<file path="src/ram_writer_pkg.sv">
package ram_writer_pkg;

  // Memory bus
  localparam int AXI_ADDR_WIDTH = 32;
  localparam int AXI_DATA_WIDTH = 64;
  localparam int AXI_ID_WIDTH = 6;

  // Sample stream word, two per memory word
  localparam int STREAM_WIDTH = 32;

  // Fixed INCR burst of full-width beats
  localparam int BURST_LEN = 16;

  // Word index to byte address
  localparam int BYTE_SHIFT = $clog2(AXI_DATA_WIDTH / 8);

  // Packed memory word, low half holds the earlier stream word
  typedef logic [AXI_DATA_WIDTH-1:0] mem_word_t;

endpackage

</file>
<file path="src/fifo_rd_if.sv">
`timescale 1ns/10ps

interface fifo_rd_if;
  import ram_writer_pkg::*;

  mem_word_t rd_data;  // Head word, valid while not empty
  logic      empty;
  logic      burst_ready;  // At least one burst buffered
  logic      pop;

  modport buffer
  (
    output rd_data,
    output empty,
    output burst_ready,
    input  pop
  );

  modport writer
  (
    input  rd_data,
    input  empty,
    input  burst_ready,
    output pop
  );

endinterface

</file>
<file path="src/burst_writer.sv">
`timescale 1ns/10ps

module burst_writer
#(
  parameter int ADDR_WIDTH = 19
)
(
  input  logic                                       aclk,
  input  logic                                       aresetn,
  input  logic [ram_writer_pkg::AXI_ADDR_WIDTH-1:0] cfg_base,
  fifo_rd_if.writer                                  rd,
  output logic [ram_writer_pkg::AXI_ID_WIDTH-1:0]   awid,
  output logic [ram_writer_pkg::AXI_ADDR_WIDTH-1:0] awaddr,
  output logic                                       awvalid,
  input  logic                                       awready,
  output logic [ram_writer_pkg::AXI_ID_WIDTH-1:0]   wid,
  output ram_writer_pkg::mem_word_t                  wdata,
  output logic                                       wlast,
  output logic                                       wvalid,
  input  logic                                       wready
);
  import ram_writer_pkg::*;

  localparam int BEAT_BITS = $clog2(BURST_LEN);

  logic [ADDR_WIDTH-1:0]     word_idx;  // Low bits count beats in the burst
  logic [AXI_ID_WIDTH-1:0]   id_q;  // ID of the burst in progress
  logic [AXI_ID_WIDTH-1:0]   awid_q;
  logic [AXI_ADDR_WIDTH-1:0] awaddr_q;
  logic [AXI_ADDR_WIDTH-1:0] byte_offset;
  logic                      awvalid_q;
  logic                      wvalid_q;
  logic                      idle;
  logic                      start;
  logic                      beat_done;
  logic                      last_beat;

  assign idle = ~awvalid_q & ~wvalid_q;
  assign start = idle & rd.burst_ready;  // A full burst is buffered
  assign beat_done = wvalid_q & wready;
  assign last_beat = &word_idx[BEAT_BITS-1:0];
  assign byte_offset = AXI_ADDR_WIDTH'(word_idx) << BYTE_SHIFT;

  // Address channel
  assign awid = awid_q;
  assign awaddr = awaddr_q;
  assign awvalid = awvalid_q;

  // Data channel straight from the FIFO head
  assign wid = id_q;
  assign wdata = rd.rd_data;
  assign wlast = last_beat;
  assign wvalid = wvalid_q;
  assign rd.pop = beat_done;

  // The two channels close on their own handshakes, in either order
  always_ff @(posedge aclk)
  begin
    if (!aresetn)
    begin
      awvalid_q <= 1'b0;
      wvalid_q <= 1'b0;
      word_idx <= '0;
      id_q <= '0;
    end
    else
    begin
      if (start)
      begin
        awvalid_q <= 1'b1;
        wvalid_q <= 1'b1;
      end
      else
      begin
        if (awvalid_q && awready)
        begin
          awvalid_q <= 1'b0;
        end
        if (beat_done && last_beat)
        begin
          wvalid_q <= 1'b0;  // Recheck the FIFO from idle
        end
      end
      if (beat_done)
      begin
        word_idx <= word_idx + 1'b1;  // Wraps at the address span
      end
      if (beat_done && last_beat)
      begin
        id_q <= id_q + 1'b1;
      end
    end
  end

  // Address and ID held until the address handshake
  always_ff @(posedge aclk)
  begin
    if (start)
    begin
      awaddr_q <= cfg_base + byte_offset;
      awid_q <= id_q;
    end
  end

endmodule

</file>
<file path="src/stream_ram_writer.sv">
`timescale 1ns/10ps

module stream_ram_writer
#(
  parameter int FIFO_DEPTH = 64,
  parameter int ADDR_WIDTH = 19
)
(
  input  logic                                       aclk,
  input  logic                                       aresetn,
  input  logic [ram_writer_pkg::AXI_ADDR_WIDTH-1:0] cfg_base,
  input  logic [ram_writer_pkg::STREAM_WIDTH-1:0]   s_axis_tdata,
  input  logic                                       s_axis_tvalid,
  output logic                                       s_axis_tready,
  output logic [ram_writer_pkg::AXI_ID_WIDTH-1:0]   m_axi_awid,
  output logic [ram_writer_pkg::AXI_ADDR_WIDTH-1:0] m_axi_awaddr,
  output logic                                       m_axi_awvalid,
  input  logic                                       m_axi_awready,
  output logic [ram_writer_pkg::AXI_ID_WIDTH-1:0]   m_axi_wid,
  output logic [ram_writer_pkg::AXI_DATA_WIDTH-1:0] m_axi_wdata,
  output logic                                       m_axi_wlast,
  output logic                                       m_axi_wvalid,
  input  logic                                       m_axi_wready
);
  import ram_writer_pkg::*;

  logic      push;
  mem_word_t push_data;
  logic      full;

  fifo_rd_if fifo_rd ();

  word_packer u_packer
  (
    .aclk      (aclk),
    .aresetn   (aresetn),
    .s_tdata   (s_axis_tdata),
    .s_tvalid  (s_axis_tvalid),
    .s_tready  (s_axis_tready),
    .push      (push),
    .push_data (push_data),
    .full      (full)
  );

  word_fifo #(
    .FIFO_DEPTH (FIFO_DEPTH)
  ) u_fifo
  (
    .aclk      (aclk),
    .aresetn   (aresetn),
    .push      (push),
    .push_data (push_data),
    .full      (full),
    .rd        (fifo_rd.buffer)
  );

  burst_writer #(
    .ADDR_WIDTH (ADDR_WIDTH)
  ) u_writer
  (
    .aclk     (aclk),
    .aresetn  (aresetn),
    .cfg_base (cfg_base),
    .rd       (fifo_rd.writer),
    .awid     (m_axi_awid),
    .awaddr   (m_axi_awaddr),
    .awvalid  (m_axi_awvalid),
    .awready  (m_axi_awready),
    .wid      (m_axi_wid),
    .wdata    (m_axi_wdata),
    .wlast    (m_axi_wlast),
    .wvalid   (m_axi_wvalid),
    .wready   (m_axi_wready)
  );

endmodule

</file>
<file path="src/word_fifo.sv">
`timescale 1ns/10ps

module word_fifo
#(
  parameter int FIFO_DEPTH = 64
)
(
  input  logic                      aclk,
  input  logic                      aresetn,
  input  logic                      push,
  input  ram_writer_pkg::mem_word_t push_data,
  output logic                      full,
  fifo_rd_if.buffer                 rd
);
  import ram_writer_pkg::*;

  localparam int PTR_W = $clog2(FIFO_DEPTH);
  localparam int CNT_W = $clog2(FIFO_DEPTH + 1);

  mem_word_t  mem [FIFO_DEPTH];
  logic [PTR_W-1:0] wr_ptr;
  logic [PTR_W-1:0] rd_ptr;
  logic [CNT_W-1:0] count;  // Occupancy in memory words
  logic             empty;
  logic             do_push;
  logic             do_pop;

  assign full = (count == CNT_W'(FIFO_DEPTH));
  assign empty = (count == '0);
  assign do_push = push & ~full;
  assign do_pop = rd.pop & ~empty;

  // Fall-through read port
  assign rd.rd_data = mem[rd_ptr];
  assign rd.empty = empty;
  assign rd.burst_ready = (count >= CNT_W'(BURST_LEN));

  always_ff @(posedge aclk)
  begin
    if (!aresetn)
    begin
      wr_ptr <= '0;
      rd_ptr <= '0;
      count <= '0;
    end
    else
    begin
      if (do_push)
      begin
        wr_ptr <= (wr_ptr == PTR_W'(FIFO_DEPTH - 1)) ? '0 : wr_ptr + 1'b1;  // Wrap for any depth
      end
      if (do_pop)
      begin
        rd_ptr <= (rd_ptr == PTR_W'(FIFO_DEPTH - 1)) ? '0 : rd_ptr + 1'b1;
      end
      case ({do_push, do_pop})
        2'b10: count <= count + 1'b1;
        2'b01: count <= count - 1'b1;
        default: count <= count;  // Both or neither leave it unchanged
      endcase
    end
  end

  always_ff @(posedge aclk)
  begin
    if (do_push)
    begin
      mem[wr_ptr] <= push_data;
    end
  end

endmodule

</file>
<file path="src/word_packer.sv">
`timescale 1ns/10ps

module word_packer
(
  input  logic                                     aclk,
  input  logic                                     aresetn,
  input  logic [ram_writer_pkg::STREAM_WIDTH-1:0] s_tdata,
  input  logic                                     s_tvalid,
  output logic                                     s_tready,
  output logic                                     push,
  output ram_writer_pkg::mem_word_t                push_data,
  input  logic                                     full
);
  import ram_writer_pkg::*;

  logic [STREAM_WIDTH-1:0] first_q;  // Low half of the pending pair
  logic                    second_q;  // Next accepted word closes a pair
  logic                    accept;

  assign s_tready = ~full;
  assign accept = s_tvalid & s_tready;

  // Push on the cycle the second word is taken
  assign push = accept & second_q;
  assign push_data = {s_tdata, first_q};

  always_ff @(posedge aclk)
  begin
    if (!aresetn)
    begin
      second_q <= 1'b0;
    end
    else if (accept)
    begin
      second_q <= ~second_q;  // Toggle only on a real handshake
    end
  end

  always_ff @(posedge aclk)
  begin
    if (accept && !second_q)
    begin
      first_q <= s_tdata;
    end
  end

endmodule
</file>
<file path="config.mk">
export PLATFORM = sky130hd
export DESIGN_NAME = stream_ram_writer
export DESIGN_NICKNAME = d
export VERILOG_FILES = /design/src/ram_writer_pkg.sv /design/src/fifo_rd_if.sv /design/src/burst_writer.sv /design/src/stream_ram_writer.sv /design/src/word_fifo.sv /design/src/word_packer.sv
export SDC_FILE = /design/constraint.sdc
export NUM_CORES = 2
export LEC_CHECK = 0
export BUFFER_PORTS_ARGS = -buffer_cell sky130_fd_sc_hd__buf_2
export CORE_MARGIN = 3
export CORE_UTILIZATION = 34
export CTS_BUF_LIST = sky130_fd_sc_hd__clkbuf_4 sky130_fd_sc_hd__clkbuf_8 sky130_fd_sc_hd__clkbuf_16
export CTS_CLUSTER_SIZE = 12
export DETAILED_ROUTE_END_ITERATION = 12
export PLACE_DENSITY = 0.49
export SLEW_MARGIN = 20
export SYNTH_ARGS = -nofsm -noshare
export SYNTH_HDL_FRONTEND = slang
export SYNTH_SLANG_ARGS = --single-unit
</file>
<file path="constraint.sdc">
create_clock -name aclk -period 11 [get_ports aclk]
set_input_delay 1.1 -clock aclk [delete_from_list [all_inputs] [get_ports aclk]]
set_output_delay 1.1 -clock aclk [all_outputs]
set_load 0.02 [all_outputs]
</file>
* After elaboration in Yosys (flattened, before gate mapping)
Memory sizes are Yosys's and may differ from the RTL's. A register that Yosys moved wholly into a read port is not among the register bits. Cells that the tools add are included.
Storage, ports and cells: flip-flop bits (word level) 117, input port bits 69, memories 1, bits in writable memories 4096, logic and storage cells 57, output and inout port bits 112
Memories:
- u_fifo.mem | words 64, width 64, rd ports 1, clocked after memory_dff 1, write ports 1, RTL line word_fifo.sv:20 | mem_word_t mem [FIFO_DEPTH];
Cells by class: $lt $le $gt $ge 1, $add $sub $neg 7, muxes and demuxes 11, reduce and logical (&&, ||, !) cells 9, bitwise operators 12, eq/ne operators 5
Operators by type and width (count):
- adder 32 x 22 -> 32 bit | 1
- two-way mux 6 bit | 4
- adder 19 x 1 -> 19 bit, second input constant | 1
- adder 6 x 1 -> 6 bit, second input constant | 3
- one-hot mux 7 bit (2 select lines) | 1
- == test 6 bit, second input constant | 2
- adder 7 x 1 -> 7 bit, second input constant | 1
- bitwise AND 1 bit | 7
- == test 7 bit, second input constant | 1
- >= comparator 7 x 5 -> 1 bit, second input constant | 1
- zero test 7 bit | 1
- subtractor 7 x 1 -> 7 bit, second input constant | 1
- two-way mux 1 bit | 6
- nonzero test 2 bit | 3
- inverter 1 bit | 5
- AND reduction 4 bit | 1
- logical AND 1 bit | 3
- == test 2 x 1 -> 1 bit, second input constant | 1
- == test 2 bit, second input constant | 1
- zero test 1 bit | 1

* Depth between registers and ports, before layout
depth after elaboration 7, depth in mapped cells 14, gate-level depth less buffers 11

* Cells and area by module
From an unflattened synthesis, not the netlist that was laid out.
Second synthesis, totals: cells, all modules 7187, area total of the unflattened synthesis 161702.6 um2
Modules (own cells, without submodules):
- word_fifo | area each 156537.6 um2, cells an instance 6732, times used 1, sequential area each 123498.4 um2
- burst_writer | area each 3897.5 um2, cells an instance 383, times used 1, sequential area each 1681.6 um2
- word_packer | area each 1267.5 um2, cells an instance 72, times used 1, sequential area each 980.9 um2

* Worst setup path before layout
No wires, ideal clock.
kind input -> register, start in s_axis_tvalid, end mem u_fifo.mem[61][0] (netlist name) (enable), arrival 4.460 ns, buffers on the path 0, path slack 6.053 ns, stages 4, cells stage by stage o311ai_4 -> nor2_1 -> nand2_1 -> nor2_1
Between the ends: cells in the longest elaborated chain, start to end 5
Ends and longest elaborated chain:
- start, declared | RTL line stream_ram_writer.sv:13 | input logic s_axis_tvalid,
- bitwise AND 1 bit | RTL line word_packer.sv:21 | assign accept = s_tvalid & s_tready;
- bitwise AND 1 bit | RTL line word_packer.sv:24 | assign push = accept & second_q;
- bitwise AND 1 bit | RTL line word_fifo.sv:30 | assign do_push = push & ~full;
- two-way mux 1 bit | RTL line word_fifo.sv:66 | if (do_push)
- two-way mux 1 bit (not written as such) | RTL line word_fifo.sv:68 | mem[wr_ptr] <= push_data;
- end, declared | RTL line word_fifo.sv:20
Every way passes these cells.

==> run metrics <==
status=finished, final reports clean; Net Sw Frac=20.4%; Distinct cells, synth=slightly below 60; Clock Sinks=approximately 4200; Rows=between 200 and 300; Slew Viols, Final=0; Clock Path Buffers=4; maximum vdd drop=0.000144 V; clock group share of total power=44.0%; Final Core Density=39.3%; Syn Nets=~6800; Final #Nets=roughly 7300; average size of a mapped cell=~24 um^2; GPL Wtd Cong=between 0.7 and 0.8; Vias=just under 80000; DIE AREA=481000 um^2; DR DRC count=0; Filler cells=41600; initial antenna violation count=37; pin count of the biggest net entering global routing=about 110; Die Ht=between 600 and 700 um; Area Growth Syn to Fin=14.7%; # Post-CTS Setup Buffers=0; DRC marker count from the first detailed-route iteration=about 9600; Clk Latency, worst-skew pair=1060 ps; maxcap violations=0; Primary FF master, synth=edfxtp_1; endpoints failing hold=0; Fin Setup TNS=0 ps; global-route wire length before repair=669 mm; sequential share of power=54.7%; Core Region=469000 um^2; Max Freq=~150 MHz; CTS tree=built; Leak=about 55 nW; Yosys warning total=0; slowest CP cell=dfxtp_4; final wirelength=between 400 and 500 mm; Cells after Synth=6678; Via-to-Cell Ratio=around 5.6; Hold Path Class=input port to flip-flop; share of post-route cells with drive strength above 1=approximately a third; CP Class=flip-flop to output pin; crit share post-route=59.8%; Critical Path AT=5470 ps; FF+latch count, synth=roughly 4200; Slew HR=between 10% and 20%; vias in the first global route=~79000; min Tclk post-route=6570 ps; largest cells by area after synthesis=edfxtp_1 (78%), mux4_2 (17%), dfxtp_1 (0.66%); RSZ-0062 raised after global routing=no; internal power=between 20 and 30 mW; Yosys top cell by area=edfxtp_1; detailed placement HPWL=about 260 mm; Most common cell on crit path=buf_4; kind of cell adding the most delay to the critical path=buffers and inverters; worst slew pin tran=between 1000 and 1500 ps; GR Util All Layers=approximately a fifth; ys async rst share=0%; cell area power density=about 180 nW/um^2; post-cts resize count=0; CTS Buf Count=443; CP Launch Type=flip-flop; Switching Power=roughly 6.6 mW; Worst setup EP type=output pin; PortBufs=180; Critical path buffers and inverters=3; Ports=roughly 180; die width=between 600 and 700 um; setup violators final=0; # hold bufs at CTS=0; Seq/Total Area, Yosys=78.5%; Post-synth EDFFs=4166; GRT overflow=0; Post-Syn Area=approximately 160000 um^2; Comb pwr share=1.3%; post-route ant nets=0; CP Cell Sequence=buf_4 -> buf_4 -> mux4_2 -> o221ai_1 -> a21oi_1 -> o22ai_1 -> nor2_1 -> buf_2; Worst Skew=about 96 ps; Initial Util=34.3%; Clock transition at path regs=~60 ps; DR WL/cell=35.7 um; Root Buffer=clkbuf_16; Synth top area share=between 70 and 80%; Crit Path Max Fanout=58; H-tree Lvls=5; CP Data Required Time=9900 ps; CP max stage delay=1020 ps; TritonRoute pass-1 iters=5
layout by cell type (no fill, tap or decap), types with 20 or more instances in the layout:
cell type  instances
edfxtp_1        4166
nand2_1           54
ha_1              26
nor2_4            64
mux2i_1           70
o22ai_1          129
nor2_1           118
clkbuf_16        446
buf_4            268
clkinv_2          54
a21oi_1           92
xnor2_1           20
xor2_1            40
dfxtp_1           48
o221ai_1          57
o21ai_0           20
nor2b_1           22
clkinv_1         114
mux4_2          1208
buf_2            166
clkbuf_4         135
metrics by stage:
step	cell area [um^2]	cells	hold slack (ps)	total power, mW	setup WS (ps)
3_5_place_dp	170000	13000	495	18.5	5280
6_report	184000	13800	322	32.4	4430
5_1_grt	184000	13800	264	33.4	4130
2_1_floorplan	161000	6678	461	18.2	6050
3_3_place_gp	170000	13000	479	18.5	5190
4_1_cts	184000	13800	234	32.7	4240
kinds of logic after synthesis:
kind of cell | count (synthesis) | share of synthesized area [%]
buf+inv | 366 | 1.09
xor+xnor | 60 | 0.327
fa+ha+maj | 27 | 0.215
flops | 4219 | 78.5
compound gates | 352 | 1.44
mux | 1278 | 17.4
simple gates | 376 | 1.10
flip-flops by register name, summed over array words and instances (netlist names), 6 cells and up, named ones only:
| name | cells |
|---|---|
| u_fifo.mem | 4096 |
| u_packer.first_q | 32 |
| u_writer.awaddr | 32 |
| u_writer.word_idx | 19 |
| u_fifo.count | 7 |
| u_fifo.rd_ptr | 6 |
| u_fifo.wr_ptr | 6 |
| u_writer.awid | 6 |
| u_writer.wid | 6 |
cell usage after synthesis (17+ instances only):
cell,number
dfxtp_1,53
buf_4,39
mux4_2,1208
a211oi_1,17
xnor2_1,20
o221ai_1,57
xor2_1,40
buf_2,115
ha_1,26
nand2_1,55
o22ai_1,129
o21ai_0,20
buf_1,42
a21oi_1,92
nor2_1,183
edfxtp_1,4166
or3_1,17
clkbuf_1,149
nand3_1,18
mux2i_1,70
nor2b_1,23
final cells by class:
| class | instances | area [um^2] | area share, % |
|---|---|---|---|
| Inverter | 9 | 38.8 | 0.0210 |
| Clock inverter | 217 | 1580 | 0.859 |
| Sequential cell | 4219 | 126000 | 68.4 |
| Antenna cell | 7 | 17.5 | 0.00950 |
| Tap cell | 6198 | 7750 | 4.21 |
| Clock buffer | 584 | 12200 | 6.63 |
| Timing Repair Buffer | 452 | 3200 | 1.74 |
| Multi-Input combinational cell | 2093 | 33400 | 18.1 |
metal layers:
| metal | up-vias | part of all wire (%) | global-route usage, % |
|---|---|---|---|
| met2 | 3104 | 49 | 32.8 |
| met4 | 8 | 2.6 | 5.09 |
| li1 | 30000 | - | - |
| met1 | 43500 | 42 | 28.4 |
| met5 | - | 0.012 | 0 |
| met3 | 695 | 6.6 | 2.88 |
worst register-to-register path, delay by kind of cell, from the launching register on:
kind	cells	cell delay [ps]
simple gates	4	2160
compound gates	1	190
buf+inv	2	1510
flops	1	490
final timing paths:
check	from	endpoint	slack, ps	cells after the start
hold / removal	cfg_base[1]	u_writer.awaddr[1]$_DFFE_PP_	320	1
setup reg to reg	u_fifo.count[3]$_SDFFE_PN0P_	u_fifo.mem[44][36]$_DFFE_PP_	6240	7
hold reg to reg	u_fifo.count[6]$_SDFFE_PN0P_	u_fifo.count[6]$_SDFFE_PN0P_	500	2
setup / recovery	flip-flop	m_axi_wdata[50]	4430	8
power groups by stage:
stage	combinational, mW	sequential, mW	clock [mW]
4_1_cts	0.440	17.7	14.6
3_5_place_dp	0.440	18.1	0
2_1_floorplan	0.0760	18.1	0
5_1_grt	0.472	17.7	15.2
3_3_place_gp	0.414	18.1	0
6_report	0.436	17.7	14.3
Note: power is estimated with default switching activity, not from simulation.
